File: src/common/corePkg.sv
`default_nettype none

package corePkg;

	// machine widths
	localparam int dataWidth = 32;
	localparam int regIdWidth = 4; // 16 registers
	localparam int opcodeWidth = 4;
	localparam int immWidth = 16;

	typedef logic [dataWidth-1:0] word_t;
	typedef logic [dataWidth-1:0] addr_t;
	typedef logic [regIdWidth-1:0] regId_t;

	// codes above opBra are undefined and raise a fault
	typedef enum logic [opcodeWidth-1:0]
	{
		opNop  = 4'h0,
		opAdd  = 4'h1,
		opSub  = 4'h2,
		opAnd  = 4'h3,
		opOr   = 4'h4,
		opXor  = 4'h5,
		opAddi = 4'h6, // rs + sign-extended imm
		opMul  = 4'h7, // low word of rs * rt
		opBra  = 4'h8  // pc = rs + imm
	} opcode_t;

	localparam regId_t zeroReg = '0; // reads as zero, writes dropped

	// fetch sequencing
	localparam addr_t pcStep = 32'd4;
	localparam addr_t resetPc = 32'h0000_0000;
	localparam addr_t faultVector = 32'h0000_0100;
	localparam int flushDepth = 3; // IF, ID1, ID2 behind a redirect

	// low bit of each instruction field
	localparam int opcodeField = 28; // 31:28
	localparam int rdField = 24;     // 27:24
	localparam int rsField = 20;     // 23:20
	localparam int rtField = 16;     // 19:16
	localparam int immField = 0;     // 15:0

endpackage

`default_nettype wire
File: src/source/execCore.sv
`timescale 1ns/1ns
`default_nettype none

module execCore
(
	input wire clock,
	input wire reset,
	input wire corePkg::word_t instrWord,
	input wire fetchStall,
	output corePkg::addr_t fetchPc,
	output logic wbValid,
	output corePkg::regId_t wbReg,
	output corePkg::word_t wbData,
	output logic faultTaken
);

	logic holdFront;
	logic holdAll;
	logic squash;

	// ID1
	corePkg::word_t id1Word;
	corePkg::opcode_t id1Opcode;
	corePkg::regId_t id1Rd;
	corePkg::regId_t id1Rs;
	corePkg::regId_t id1Rt;
	corePkg::word_t id1Imm;
	logic id1Undef;

	// ID2
	corePkg::opcode_t id2Opcode;
	corePkg::regId_t id2Rd;
	corePkg::regId_t id2Rs;
	corePkg::regId_t id2Rt;
	corePkg::word_t id2Imm;
	logic id2Undef;
	corePkg::word_t id2DataA;
	corePkg::word_t id2DataB;

	// EX1
	corePkg::opcode_t ex1Opcode;
	corePkg::regId_t ex1Rd;
	logic ex1Valid;
	logic ex1Undef;
	corePkg::word_t ex1SrcA;
	corePkg::word_t ex1SrcB;
	corePkg::word_t ex1Imm;
	logic ex1Live;
	logic ex1FwdValid;
	corePkg::opcode_t hazOpcode;
	corePkg::word_t aluResult;
	logic branchTaken;
	corePkg::addr_t branchTarget;
	logic braRequest;
	logic faultRequest;
	corePkg::word_t mulResult;

	assign ex1Live = ex1Valid && !squash;
	assign ex1FwdValid = ex1Live && ex1Opcode != corePkg::opMul && ex1Opcode != corePkg::opBra;
	assign hazOpcode = ex1Live ? ex1Opcode : corePkg::opNop; // dead mul never interlocks
	assign braRequest = branchTaken && ex1Live;
	assign faultRequest = ex1Undef && ex1Live;

	fetchControl i_fetchControl
	(
		.clock(clock),
		.reset(reset),
		.holdFront(holdFront),
		.holdAll(holdAll),
		.branchTaken(braRequest),
		.branchTarget(branchTarget),
		.faultRequest(faultRequest),
		.fetchPc(fetchPc),
		.squash(squash),
		.faultTaken(faultTaken)
	);

	hazardControl i_hazardControl
	(
		.fetchStall(fetchStall),
		.ex1Opcode(hazOpcode),
		.ex1Dest(ex1Rd),
		.id2SrcA(id2Rs),
		.id2SrcB(id2Rt),
		.holdFront(holdFront),
		.holdAll(holdAll)
	);

	opDecode i_opDecode
	(
		.instrWord(id1Word),
		.opcode(id1Opcode),
		.rd(id1Rd),
		.rs(id1Rs),
		.rt(id1Rt),
		.imm(id1Imm),
		.undefinedOp(id1Undef)
	);

	regFile i_regFile
	(
		.clock(clock),
		.reset(reset),
		.readIdA(id2Rs),
		.readIdB(id2Rt),
		.readDataA(id2DataA),
		.readDataB(id2DataB),
		.ex1Id(ex1Rd),
		.ex1Data(aluResult),
		.ex1Valid(ex1FwdValid),
		.ex2Id(wbReg),
		.ex2Data(wbData),
		.ex2Valid(wbValid),
		.holdAll(holdAll)
	);

	aluUnit i_aluUnit
	(
		.opcode(ex1Opcode),
		.srcA(ex1SrcA),
		.srcB(ex1SrcB),
		.imm(ex1Imm),
		.aluResult(aluResult),
		.branchTaken(branchTaken),
		.branchTarget(branchTarget)
	);

	mulUnit i_mulUnit
	(
		.clock(clock),
		.reset(reset),
		.holdAll(holdAll),
		.srcA(ex1SrcA),
		.srcB(ex1SrcB),
		.mulResult(mulResult)
	);

	exStage2 i_exStage2
	(
		.clock(clock),
		.reset(reset),
		.holdAll(holdAll),
		.ex1Opcode(ex1Opcode),
		.ex1Dest(ex1Rd),
		.ex1Valid(ex1Live),
		.aluResult(aluResult),
		.mulResult(mulResult),
		.wbValid(wbValid),
		.wbReg(wbReg),
		.wbData(wbData)
	);

	// front stages, frozen by stall and interlock
	always_ff @(posedge clock)
	begin
		if (reset)
		begin
			id1Word <= '0; // all-zero word decodes as nop
			id2Opcode <= corePkg::opNop;
			id2Rd <= corePkg::zeroReg;
			id2Undef <= 1'b0;
		end
		else if (!holdFront)
		begin
			id1Word <= instrWord;
			id2Opcode <= id1Opcode;
			id2Rd <= id1Rd;
			id2Undef <= id1Undef;
		end
	end

	always_ff @(posedge clock)
	begin
		if (!holdFront)
		begin
			id2Rs <= id1Rs;
			id2Rt <= id1Rt;
			id2Imm <= id1Imm;
			ex1SrcA <= id2DataA;
			ex1SrcB <= id2DataB;
			ex1Imm <= id2Imm;
		end
	end

	// EX1 slot control
	always_ff @(posedge clock)
	begin
		if (reset)
		begin
			ex1Opcode <= corePkg::opNop;
			ex1Rd <= corePkg::zeroReg;
			ex1Valid <= 1'b0;
			ex1Undef <= 1'b0;
		end
		else if (!holdAll)
		begin
			if (holdFront)
			begin
				// interlock bubble while the product finishes
				ex1Opcode <= corePkg::opNop;
				ex1Rd <= corePkg::zeroReg;
				ex1Valid <= 1'b0;
				ex1Undef <= 1'b0;
			end
			else
			begin
				ex1Opcode <= id2Opcode;
				ex1Rd <= id2Rd;
				ex1Valid <= 1'b1;
				ex1Undef <= id2Undef;
			end
		end
	end

endmodule

`default_nettype wire

File: src/execute/exStage2.sv
`timescale 1ns/1ns
`default_nettype none

module exStage2
(
	input wire clock,
	input wire reset,
	input wire holdAll,
	input wire corePkg::opcode_t ex1Opcode,
	input wire corePkg::regId_t ex1Dest,
	input wire ex1Valid,
	input wire corePkg::word_t aluResult,
	input wire corePkg::word_t mulResult,
	output logic wbValid,
	output corePkg::regId_t wbReg,
	output corePkg::word_t wbData
);

	corePkg::opcode_t ex2Opcode;
	corePkg::regId_t ex2Dest;
	logic ex2Valid;
	corePkg::word_t ex2Alu;

	always_ff @(posedge clock)
	begin
		if (reset)
		begin
			ex2Opcode <= corePkg::opNop;
			ex2Dest <= corePkg::zeroReg;
			ex2Valid <= 1'b0;
		end
		else if (!holdAll)
		begin
			ex2Opcode <= ex1Opcode;
			ex2Dest <= ex1Dest;
			ex2Valid <= ex1Valid; // bubbles and squashed slots arrive invalid
		end
	end

	always_ff @(posedge clock)
	begin
		if (!holdAll)
			ex2Alu <= aluResult;
	end

	assign wbValid = ex2Valid && (ex2Opcode != corePkg::opBra) &&
		(ex2Dest != corePkg::zeroReg);
	assign wbReg = ex2Dest;
	assign wbData = (ex2Opcode == corePkg::opMul) ? mulResult : ex2Alu; // product finishes here

	// held slot keeps presenting the same writeback and product
	assert property (@(posedge clock) disable iff (reset)
		holdAll |=> $stable(wbValid) && $stable(wbReg) && $stable(wbData))
		else $error("writeback changed while the pipeline was held");

endmodule

`default_nettype wire

File: src/execute/mulUnit.sv
`timescale 1ns/1ns
`default_nettype none

module mulUnit
(
	input wire clock,
	input wire reset,
	input wire holdAll,
	input wire corePkg::word_t srcA,
	input wire corePkg::word_t srcB,
	output corePkg::word_t mulResult
);

	localparam int halfWidth = corePkg::dataWidth / 2;

	corePkg::word_t prodLoLo;
	corePkg::word_t prodLoHi;
	corePkg::word_t prodHiLo;
	corePkg::word_t crossSum;

	// hi * hi lands above bit 31 and is dropped
	always_ff @(posedge clock)
	begin
		if (reset)
		begin
			prodLoLo <= '0;
			prodLoHi <= '0;
			prodHiLo <= '0;
		end
		else if (!holdAll)
		begin
			prodLoLo <= srcA[halfWidth-1:0] * srcB[halfWidth-1:0];
			prodLoHi <= srcA[halfWidth-1:0] * srcB[corePkg::dataWidth-1:halfWidth];
			prodHiLo <= srcA[corePkg::dataWidth-1:halfWidth] * srcB[halfWidth-1:0];
		end
	end

	// second half runs in EX2
	assign crossSum = prodLoHi + prodHiLo;
	assign mulResult = prodLoLo + (crossSum << halfWidth);

endmodule

`default_nettype wire

File: src/execute/aluUnit.sv
`timescale 1ns/1ns
`default_nettype none

module aluUnit
(
	input wire corePkg::opcode_t opcode,
	input wire corePkg::word_t srcA,
	input wire corePkg::word_t srcB,
	input wire corePkg::word_t imm,
	output corePkg::word_t aluResult,
	output logic branchTaken,
	output corePkg::addr_t branchTarget
);

	corePkg::word_t immSum;

	assign immSum = srcA + imm; // shared by addi and bra

	always_comb
	begin
		case (opcode)
			corePkg::opAdd: aluResult = srcA + srcB;
			corePkg::opSub: aluResult = srcA - srcB;
			corePkg::opAnd: aluResult = srcA & srcB;
			corePkg::opOr: aluResult = srcA | srcB;
			corePkg::opXor: aluResult = srcA ^ srcB;
			corePkg::opAddi: aluResult = immSum;
			default: aluResult = '0; // nop, bra, mul
		endcase
	end

	// unconditional, slot validity is checked by the core
	assign branchTaken = (opcode == corePkg::opBra);
	assign branchTarget = immSum;

endmodule

`default_nettype wire

File: src/source/hazardControl.sv
`timescale 1ns/1ns
`default_nettype none

module hazardControl
(
	input wire fetchStall,
	input wire corePkg::opcode_t ex1Opcode,
	input wire corePkg::regId_t ex1Dest,
	input wire corePkg::regId_t id2SrcA,
	input wire corePkg::regId_t id2SrcB,
	output logic holdFront,
	output logic holdAll
);

	logic mulPending;
	logic mulConflict;

	// product only exists one stage later, so it cannot be forwarded from EX1
	assign mulPending = (ex1Opcode == corePkg::opMul) && (ex1Dest != corePkg::zeroReg);
	assign mulConflict = mulPending && (ex1Dest == id2SrcA || ex1Dest == id2SrcB);

	assign holdAll = fetchStall; // instruction not there yet
	assign holdFront = holdAll || mulConflict;

endmodule

`default_nettype wire

File: src/source/regFile.sv
`timescale 1ns/1ns
`default_nettype none

module regFile
(
	input wire clock,
	input wire reset,
	input wire corePkg::regId_t readIdA,
	input wire corePkg::regId_t readIdB,
	output corePkg::word_t readDataA,
	output corePkg::word_t readDataB,
	input wire corePkg::regId_t ex1Id,
	input wire corePkg::word_t ex1Data,
	input wire ex1Valid,
	input wire corePkg::regId_t ex2Id,
	input wire corePkg::word_t ex2Data,
	input wire ex2Valid,
	input wire holdAll
);

	corePkg::word_t registers [2**corePkg::regIdWidth];

	// youngest producer wins
	function automatic corePkg::word_t forward(input corePkg::regId_t id);
		if (id == corePkg::zeroReg)
			return '0;
		if (ex1Valid && ex1Id == id)
			return ex1Data;
		if (ex2Valid && ex2Id == id)
			return ex2Data;
		return registers[id];
	endfunction

	always_comb
	begin
		readDataA = forward(readIdA);
		readDataB = forward(readIdB);
	end

	always_ff @(posedge clock)
	begin
		if (reset)
		begin
			for (int i = 0; i < 2**corePkg::regIdWidth; i++)
				registers[i] <= '0;
		end
		else if (!holdAll && ex2Valid && ex2Id != corePkg::zeroReg)
			registers[ex2Id] <= ex2Data; // EX2 retires here
	end

	assert property (@(posedge clock) disable iff (reset)
		(readIdA != corePkg::zeroReg || readDataA == '0) &&
		(readIdB != corePkg::zeroReg || readDataB == '0))
		else $error("register 0 read back non-zero");

endmodule

`default_nettype wire

File: src/source/opDecode.sv
`timescale 1ns/1ns
`default_nettype none

module opDecode
(
	input wire corePkg::word_t instrWord,
	output corePkg::opcode_t opcode,
	output corePkg::regId_t rd,
	output corePkg::regId_t rs,
	output corePkg::regId_t rt,
	output corePkg::word_t imm,
	output logic undefinedOp
);

	logic [corePkg::opcodeWidth-1:0] rawOp;
	logic immSign;

	assign rawOp = instrWord[corePkg::opcodeField +: corePkg::opcodeWidth];
	assign rs = instrWord[corePkg::rsField +: corePkg::regIdWidth];
	assign rt = instrWord[corePkg::rtField +: corePkg::regIdWidth];

	// sign extend the 16-bit field
	assign immSign = instrWord[corePkg::immField + corePkg::immWidth - 1];
	assign imm = {{(corePkg::dataWidth - corePkg::immWidth){immSign}},
		instrWord[corePkg::immField +: corePkg::immWidth]};

	always_comb
	begin
		opcode = corePkg::opcode_t'(rawOp);
		rd = instrWord[corePkg::rdField +: corePkg::regIdWidth];
		undefinedOp = 1'b0;
		case (corePkg::opcode_t'(rawOp))
			corePkg::opNop: rd = corePkg::zeroReg; // nop never writes
			corePkg::opAdd, corePkg::opSub, corePkg::opAnd, corePkg::opOr,
			corePkg::opXor, corePkg::opAddi, corePkg::opMul, corePkg::opBra:
				undefinedOp = 1'b0;
			default:
			begin
				// travels down as a nop, EX1 raises the fault
				undefinedOp = 1'b1;
				opcode = corePkg::opNop;
				rd = corePkg::zeroReg;
			end
		endcase
	end

endmodule

`default_nettype wire

File: src/source/fetchControl.sv
`timescale 1ns/1ns
`default_nettype none

module fetchControl
(
	input wire clock,
	input wire reset,
	input wire holdFront,
	input wire holdAll,
	input wire branchTaken,
	input wire corePkg::addr_t branchTarget,
	input wire faultRequest,
	output corePkg::addr_t fetchPc,
	output logic squash,
	output logic faultTaken
);

	logic [corePkg::flushDepth-1:0] flushMask; // bit 0 is the slot now in EX1
	corePkg::addr_t nextPc;
	logic redirect;

	// nothing moves while the whole pipe is held
	assign redirect = (branchTaken || faultRequest) && !holdAll;
	assign squash = flushMask[0];

	always_comb
	begin
		if (faultRequest && !holdAll)
			nextPc = corePkg::faultVector;
		else if (branchTaken && !holdAll)
			nextPc = branchTarget;
		else if (holdFront)
			nextPc = fetchPc; // interlock or stall
		else
			nextPc = fetchPc + corePkg::pcStep;
	end

	always_ff @(posedge clock)
	begin
		if (reset)
		begin
			fetchPc <= corePkg::resetPc;
			flushMask <= '1; // first slots after reset are empty
			faultTaken <= 1'b0;
		end
		else
		begin
			fetchPc <= nextPc;
			faultTaken <= faultRequest && !holdAll;
			if (!holdAll)
				flushMask <= redirect ? '1 : (flushMask >> 1);
		end
	end

	assert property (@(posedge clock) disable iff (reset) fetchPc[1:0] == 2'b00)
		else $error("fetchPc not word aligned: %h", fetchPc);

	// a squashed EX1 slot must never steer fetch
	assert property (@(posedge clock) disable iff (reset) redirect |-> !squash)
		else $error("redirect taken from a squashed slot");

endmodule

`default_nettype wire

File: config.mk
export PLATFORM = sky130hd
export DESIGN_NAME = execCore
export DESIGN_NICKNAME = d
export VERILOG_FILES = /design/src/common/corePkg.sv /design/src/source/execCore.sv /design/src/execute/exStage2.sv /design/src/execute/mulUnit.sv /design/src/execute/aluUnit.sv /design/src/source/hazardControl.sv /design/src/source/regFile.sv /design/src/source/opDecode.sv /design/src/source/fetchControl.sv
export SDC_FILE = /design/constraint.sdc
export NUM_CORES = 2
export LEC_CHECK = 0
export BUFFER_PORTS_ARGS = -buffer_cell sky130_fd_sc_hd__buf_2
export CAP_MARGIN = 20
export CORE_MARGIN = 1
export CORE_UTILIZATION = 65
export CTS_BUF_LIST = sky130_fd_sc_hd__clkbuf_4 sky130_fd_sc_hd__clkbuf_8 sky130_fd_sc_hd__clkbuf_16
export DETAILED_ROUTE_END_ITERATION = 6
export PLACE_DENSITY_LB_ADDON = 0.15
export SYNTH_ARGS = -nofsm -noshare
export SYNTH_HDL_FRONTEND = slang
export SYNTH_SLANG_ARGS = --single-unit
File: constraint.sdc
create_clock -name clock -period 8.8 [get_ports clock]
set_clock_uncertainty 0.2 [all_clocks]
set_input_delay 2.64 -clock clock [delete_from_list [all_inputs] [get_ports clock]]
set_output_delay 2.64 -clock clock [all_outputs]
set_load 0.02 [all_outputs]
Word-level counts from Yosys, hierarchy flattened:

Memory sizes are Yosys's and may differ from the RTL's. A register that Yosys moved wholly into a read port is not among the register bits.
Index checks and enable logic that the tools add are counted.

* bits in registers: 296
* RAM bits: 512
* bits of input ports: 35
* output and inout bits: 70
* word-level logic and storage cells: 144
* memories: 1

* $add $sub $neg: 6
* $mul: 3
* equality and inequality tests: 26
* mux-type cells: 48
* bitwise operators: 3
* reduce and logical (&&, ||, !) cells: 32

Memories
* i_regFile.registers: depth 16, bits a word 32, rd ports 2, clocked after Yosys merged registers in 2, write ports 16, line regFile.sv:21 `corePkg::word_t registers [2**corePkg::regIdWidth];`

Operators with widths (count)
* two-way mux 32 bit: 16
* one-hot mux 32 bit (6 select lines): 1
* adder 32 bit: 3
* == test 4 x 3 -> 1 bit (second input constant): 9
* adder 32 x 3 -> 32 bit (second input constant): 1
* AND 32 bit: 1
* multiplier 16 x 16 -> 16 bit: 2
* multiplier 16 x 16 -> 32 bit: 1
* two-way mux 4 bit: 8
* OR 32 bit: 1
* OR reduction 32 bit: 1
* subtractor 32 bit: 1
* XOR 32 bit: 1
* two-way mux 1 bit: 21
* logical AND 1 bit: 18
* adder 16 bit: 1
* == test 4 x 2 -> 1 bit (second input constant): 4
* == test 4 bit: 4
* logical NOT 4 bit: 3
* two-way mux 9 bit: 1
* OR reduction 9 bit: 1
* == test 4 x 1 -> 1 bit (second input constant): 2
* == test 4 bit (second input constant): 2
* inequality test 4 bit (second input constant): 2
* 9 further kinds: 13

Logic depth before layout (Yosys ltp):

* word-level depth: 12
* depth in mapped cells: 27
* gate-level depth less buffers: 25

Hierarchy:

Synthesis repeated with hierarchy kept, for this count alone.

* cells, all modules: 6163
* area total of the unflattened synthesis: 64813.4 sq um

Modules (own cells, without submodules)
* regFile: times used 1, cells each 2275, area each 29071.6 sq um, sequential area each 15374.7 sq um
* mulUnit: times used 1, cells each 2379, area each 19951.6 sq um, sequential area each 1281.2 sq um
* execCore: times used 1, cells each 323, area each 6002.0 sq um, sequential area each 5104.9 sq um
* aluUnit: times used 1, cells each 808, area each 5615.4 sq um, sequential area each 0.0 sq um
* fetchControl: times used 1, cells each 212, area each 1844.3 sq um, sequential area each 720.7 sq um
* exStage2: times used 1, cells each 101, area each 1829.3 sq um, sequential area each 1141.1 sq um
* opDecode: times used 1, cells each 50, area each 380.4 sq um, sequential area each 0.0 sq um
* hazardControl: times used 1, cells each 15, area each 118.9 sq um, sequential area each 0.0 sq um

Worst setup path before layout:

Ideal clock, no wire load.

* path kind: register to output
* from: register i_mulUnit.prodHiLo[0]
* to: output wbData[31]
* arrival time: 4.303 ns
* data required time: 5.960 ns
* slack: 1.657 ns
* stages on the path, launching flop included: 21
* path buffers: 1
* path through: dfxtp_1 > ha_1 > fa_1 > a21o_1 > a21oi_1 > o21ai_0 > a21oi_1 > o21bai_1 > a21oi_1 > xnor2_1 > ha_1 > and3_1 > o211a_1 > a2111oi_2 > a21oi_1 > a31oi_1 > o21ai_1 > xnor2_1 > o21bai_1 > clkbuf_1 > inv_2

* word-level cells in the longest chain between the ends: 3

Ends and longest elaborated chain
* start: declaration: line mulUnit.sv:18 `corePkg::word_t prodHiLo;`
* start signal: assignment: line mulUnit.sv:34 `prodHiLo <= srcA[corePkg::dataWidth-1:halfWidth] * srcB[halfWidth-1:0];`
* adder 16 bit: line mulUnit.sv:39 `assign crossSum = prodLoHi + prodHiLo;`
* adder 32 bit: line mulUnit.sv:40 `assign mulResult = prodLoLo + (crossSum << halfWidth);`
* two-way mux 32 bit: line exStage2.sv:49 `assign wbData = (ex2Opcode == corePkg::opMul) ? mulResult : ex2Alu;`
* end: declaration: line execCore.sv:13 `output corePkg::word_t wbData,`

No other way between the ends.

Final worst setup path:

Same ends and word-level chain as after synthesis.

==> impl_metrics.prom <==
# TYPE chip_impl_metric gauge
chip_impl_info{name="status",value="completed"} 1
chip_impl_metric{name="post_cts_repair_timing_setup_buffer_count",unit=""} 0
chip_impl_metric{name="floorplan.initialDensity",unit=""} 0.658
chip_impl_metric{name="cts_hold_repair.buffers",unit=""} 0
chip_impl_metric{name="globalRoute.totalOverflow",unit=""} 0
chip_impl_metric{name="wirelength",unit="um"} 202000
chip_impl_metric{name="dp.final_hpwl",unit="um"} 139000
chip_impl_metric{name="synth.ff_latch_count",unit=""} 816
chip_impl_metric{name="portBuffers",unit=""} 104
chip_impl_metric{name="total_power",unit="mW"} 21.7
chip_impl_metric{name="max_cap_violations",unit=""} 0
chip_impl_metric{name="drt-vias-per-instance",unit=""} 6.67
chip_impl_metric{name="finalWorstSetupSlack",unit="ns"} 0.483
chip_impl_info{name="rsz0062_at_grt",value="false"} 1
chip_impl_metric{name="row_cnt",unit=""} 111
chip_impl_metric{name="slew_headroom",unit=""} 0.128
chip_impl_metric{name="die_width",unit="um"} 307
chip_impl_metric{name="route.detailed.wl_per_inst",unit="um"} 28.8
chip_impl_metric{name="avgSynthCellArea",unit="um^2"} 10.6
chip_impl_metric{name="timing_hold_violations_final",unit=""} 0
chip_impl_metric{name="power.combinational.fraction",unit=""} 0.595
chip_impl_metric{name="synthesis.instances",unit=""} 5692
chip_impl_metric{name="tightestPinTransition",unit="ns"} 1.30
chip_impl_metric{name="cts.repair.resized",unit=""} 0
chip_impl_metric{name="layout.nets",unit=""} 6457
chip_impl_metric{name="post_placement_cell_area",unit="mm^2"} 0.0625
chip_impl_metric{name="globalplace.congestion",unit=""} 1.01
chip_impl_metric{name="drtPass1Iterations",unit=""} 7
chip_impl_metric{name="htree_levels",unit=""} 3
chip_impl_info{name="timing.setup.critical_path_class",value="reg -> out"} 1
chip_impl_metric{name="drtAntennaViolNets",unit=""} 0
chip_impl_metric{name="share_of_power_burned_in_the_clock_network",unit=""} 0.185
chip_impl_metric{name="post-place-cells",unit=""} 6858
chip_impl_metric{name="intPower",unit="mW"} 12.0
chip_impl_info{name="nature_of_the_critical_path_endpoint",value="output port"} 1
chip_impl_metric{name="fin_cells",unit=""} 7021
chip_impl_metric{name="die_h",unit="um"} 307
chip_impl_metric{name="netlist_area",unit="mm^2"} 0.0604
chip_impl_metric{name="initialDrtViolationCount",unit=""} 6204
chip_impl_metric{name="tns",unit="ns"} 0
chip_impl_metric{name="layout-area-overhead-vs-synth",unit="%"} 8.68
chip_impl_metric{name="async_sr_flop_fraction",unit=""} 0
chip_impl_metric{name="layout-drive-gt1-share",unit=""} 0.143
chip_impl_metric{name="tritoncts_num_sinks",unit=""} 816
chip_impl_metric{name="wire_length_of_the_first_global_routing_pass",unit="um"} 296000
chip_impl_metric{name="core_region_area",unit="mm^2"} 0.0918
chip_impl_metric{name="clock_tree.buffer_depth",unit=""} 3
chip_impl_metric{name="number_of_remaining_drc_errors",unit=""} 0
chip_impl_info{name="critical_path.startpoint_type",value="flop"} 1
chip_impl_metric{name="synth-edff-count",unit=""} 648
chip_impl_metric{name="clkLatencyLatePin",unit="ns"} 0.72
chip_impl_metric{name="nFillCells",unit=""} 6501
chip_impl_info{name="timing.hold.worst.class",value="reg -> reg"} 1
chip_impl_metric{name="setup_viol",unit=""} 0
chip_impl_metric{name="die_area",unit="mm^2"} 0.0942
chip_impl_metric{name="seq_area_frac_synth",unit=""} 0.378
chip_impl_metric{name="io_pins",unit=""} 105
chip_impl_metric{name="grt_start_max_net_pins",unit=""} 118
chip_impl_info{name="netlist_top_cells_area",value="sky130_fd_sc_hd__edfxtp_1 (32%), sky130_fd_sc_hd__mux4_2 (12%), sky130_fd_sc_hd__fa_1 (12%)"} 1
chip_impl_metric{name="arrival",unit="ns"} 5.48
chip_impl_info{name="cts_tree",value="done"} 1
chip_impl_metric{name="worstPathRequired",unit="ns"} 5.96
chip_impl_metric{name="switching_share",unit=""} 0.450
chip_impl_metric{name="numCtsBuffers",unit=""} 86
chip_impl_metric{name="ir_worst_vdd",unit="mV"} 0.578
chip_impl_metric{name="yosys.cell_types.count",unit=""} 87
chip_impl_metric{name="seq_power_share",unit=""} 0.220
chip_impl_metric{name="grt.total_usage",unit=""} 0.433
chip_impl_metric{name="first_global_vias",unit=""} 46216
chip_impl_metric{name="post-synth-top-area-fraction",unit=""} 0.322
chip_impl_metric{name="static-leakage-power",unit="nW"} 27.4
chip_impl_metric{name="dr_total_vias",unit=""} 46815
chip_impl_metric{name="yosys_warnings",unit=""} 0
chip_impl_info{name="ys.flop_type",value="sky130_fd_sc_hd__edfxtp_1"} 1
chip_impl_info{name="synthDominantAreaCellType",value="sky130_fd_sc_hd__edfxtp_1"} 1
chip_impl_metric{name="total_switching_power",unit="mW"} 9.77
chip_impl_metric{name="period_share",unit=""} 0.945
chip_impl_metric{name="worst_path_maximum_fanout",unit=""} 6
chip_impl_metric{name="final_cell_area",unit="mm^2"} 0.0657
chip_impl_metric{name="drv_slew",unit=""} 0
chip_impl_metric{name="antenna_found_initial",unit=""} 8
chip_impl_metric{name="layout_min_cycle_time",unit="ns"} 8.32
chip_impl_info{name="clockRootBuffer",value="sky130_fd_sc_hd__clkbuf_16"} 1
chip_impl_metric{name="power_density",unit="mW/mm^2"} 331
chip_impl_metric{name="achievable-frequency",unit="MHz"} 120
chip_impl_metric{name="dp_slack",unit="ns"} 1.33
chip_impl_metric{name="clk_transition_reported_paths",unit="ns"} 0.06
path summary, 6_finish.rpt:
kind              slack, ns                endpoint  cells after the start             startpoint
setup / recovery       0.48              wbData[31]                     20  i_mulUnit.prodHiLo[0]
setup reg to reg       1.30  i_mulUnit.prodLoLo[22]                     20             ex1SrcB[5]
hold / removal         0.20               ex1Imm[6]                      0              id2Imm[6]
hold reg to reg        0.20               ex1Imm[6]                      0              id2Imm[6]
stage by stage:
step	utilization	hold WS (ns)
floorplan	-	0.200
global placement	0.681	0.202
detailed placement	0.681	0.206
CTS	0.715	0.219
global route	0.715	0.218
finish	0.715	0.204
power groups by stage:
stage | logic (mW) | clock network [mW] | registers [mW]
2_1_floorplan | 9.00 | 0 | 4.64
3_3_place_gp | 12.4 | 0 | 4.82
3_5_place_dp | 12.5 | 0 | 4.84
4_1_cts | 12.7 | 4.01 | 4.76
5_1_grt | 14.3 | 4.14 | 4.79
6_report | 12.9 | 4.02 | 4.78
kinds of logic after synthesis:
logic type / synth area share
AOI/OAI and AO/OA: 0.0803
xor gates and xnor gates: 0.0334
adders and majority gates: 0.193
buffers and inverters: 0.0614
DFF: 0.378
muxes: 0.128
other: 0.0000621
and+or+nand+nor: 0.126
synthesized netlist by cell type (all sizes together) (40+ instances only):
cell type  instances
nand3             40
dfxtp            168
fa               358
a211oi            91
mux4             320
xor2              59
ha               360
mux2i             52
buf               55
inv              592
edfxtp           648
a21o              53
o21ai            143
a21oi            230
nand2            587
xnor2            170
clkbuf           303
nor2             952
nor3              71
area by class of cell:
cell class / instances / area, um^2 / area share
clock inverters: 51 / 726 / 0.0111
diodes: 1 / 2.50 / 0.0000381
inverters: 608 / 2290 / 0.0348
well taps: 1243 / 1560 / 0.0237
repair buffers: 253 / 1660 / 0.0253
multi-input cells: 3939 / 34200 / 0.521
clock buffers: 110 / 2390 / 0.0363
flip-flops and latches: 816 / 22800 / 0.348
sequential cells by signal, summed over array words and instances, names as in the netlist, 16 cells and up, named ones only:
signal                  cells
i_regFile.registers       512
i_exStage2.ex2Alu          32
i_mulUnit.prodLoLo         32
ex1SrcB                    32
i_mulUnit.prodHiLo         16
id1Word                    32
i_mulUnit.prodLoHi         16
ex1Imm                     16
ex1SrcA                    32
id2Imm                     16
i_fetchControl.fetchPc     30
worst max-delay path, cell delays in order, from the launching register on:
cell and delay [ns]:
sky130_fd_sc_hd__dfxtp_1 0.32, sky130_fd_sc_hd__ha_1 0.23, sky130_fd_sc_hd__fa_1 0.41, sky130_fd_sc_hd__a21o_1 0.19
sky130_fd_sc_hd__a21oi_1 0.20, sky130_fd_sc_hd__o21ai_0 0.12, sky130_fd_sc_hd__a21oi_1 0.23, sky130_fd_sc_hd__o21bai_1 0.11
sky130_fd_sc_hd__a21oi_1 0.18, sky130_fd_sc_hd__xnor2_1 0.14, sky130_fd_sc_hd__ha_1 0.31, sky130_fd_sc_hd__and3_1 0.18
sky130_fd_sc_hd__o211a_1 0.11, sky130_fd_sc_hd__a2111oi_2 0.44, sky130_fd_sc_hd__a21oi_1 0.17, sky130_fd_sc_hd__a31oi_1 0.29
sky130_fd_sc_hd__o21ai_1 0.13, sky130_fd_sc_hd__xnor2_1 0.18, sky130_fd_sc_hd__o21bai_1 0.56, sky130_fd_sc_hd__inv_2 0.09
sky130_fd_sc_hd__buf_2 0.18
placed cells by master (no fill, tap or decap), types with 29 or more instances in the layout:
cell type	instances
sky130_fd_sc_hd__xor2_1	59
sky130_fd_sc_hd__a211oi_1	90
sky130_fd_sc_hd__a21oi_1	230
sky130_fd_sc_hd__nand2_1	570
sky130_fd_sc_hd__buf_4	149
sky130_fd_sc_hd__dfxtp_1	160
sky130_fd_sc_hd__edfxtp_1	648
sky130_fd_sc_hd__a21o_1	53
sky130_fd_sc_hd__inv_1	578
sky130_fd_sc_hd__and3_1	29
sky130_fd_sc_hd__nor2_1	948
sky130_fd_sc_hd__nand3_1	35
sky130_fd_sc_hd__buf_2	102
sky130_fd_sc_hd__nor3_1	69
sky130_fd_sc_hd__fa_1	358
sky130_fd_sc_hd__ha_1	360
sky130_fd_sc_hd__o21ai_0	132
sky130_fd_sc_hd__a31oi_1	31
sky130_fd_sc_hd__xnor2_1	168
sky130_fd_sc_hd__mux4_2	320
sky130_fd_sc_hd__conb_1	32
sky130_fd_sc_hd__clkbuf_16	88
per-layer routing:
metal,global-route usage,part of all wire,vias to the layer above
li1,-,-,19685
met1,0.568,0.35,22756
met2,0.652,0.44,3524
met3,0.110,0.13,840
met4,0.266,0.074,10
met5,0,0.00031,-
No activity file was read; power rests on OpenSTA's default activity.
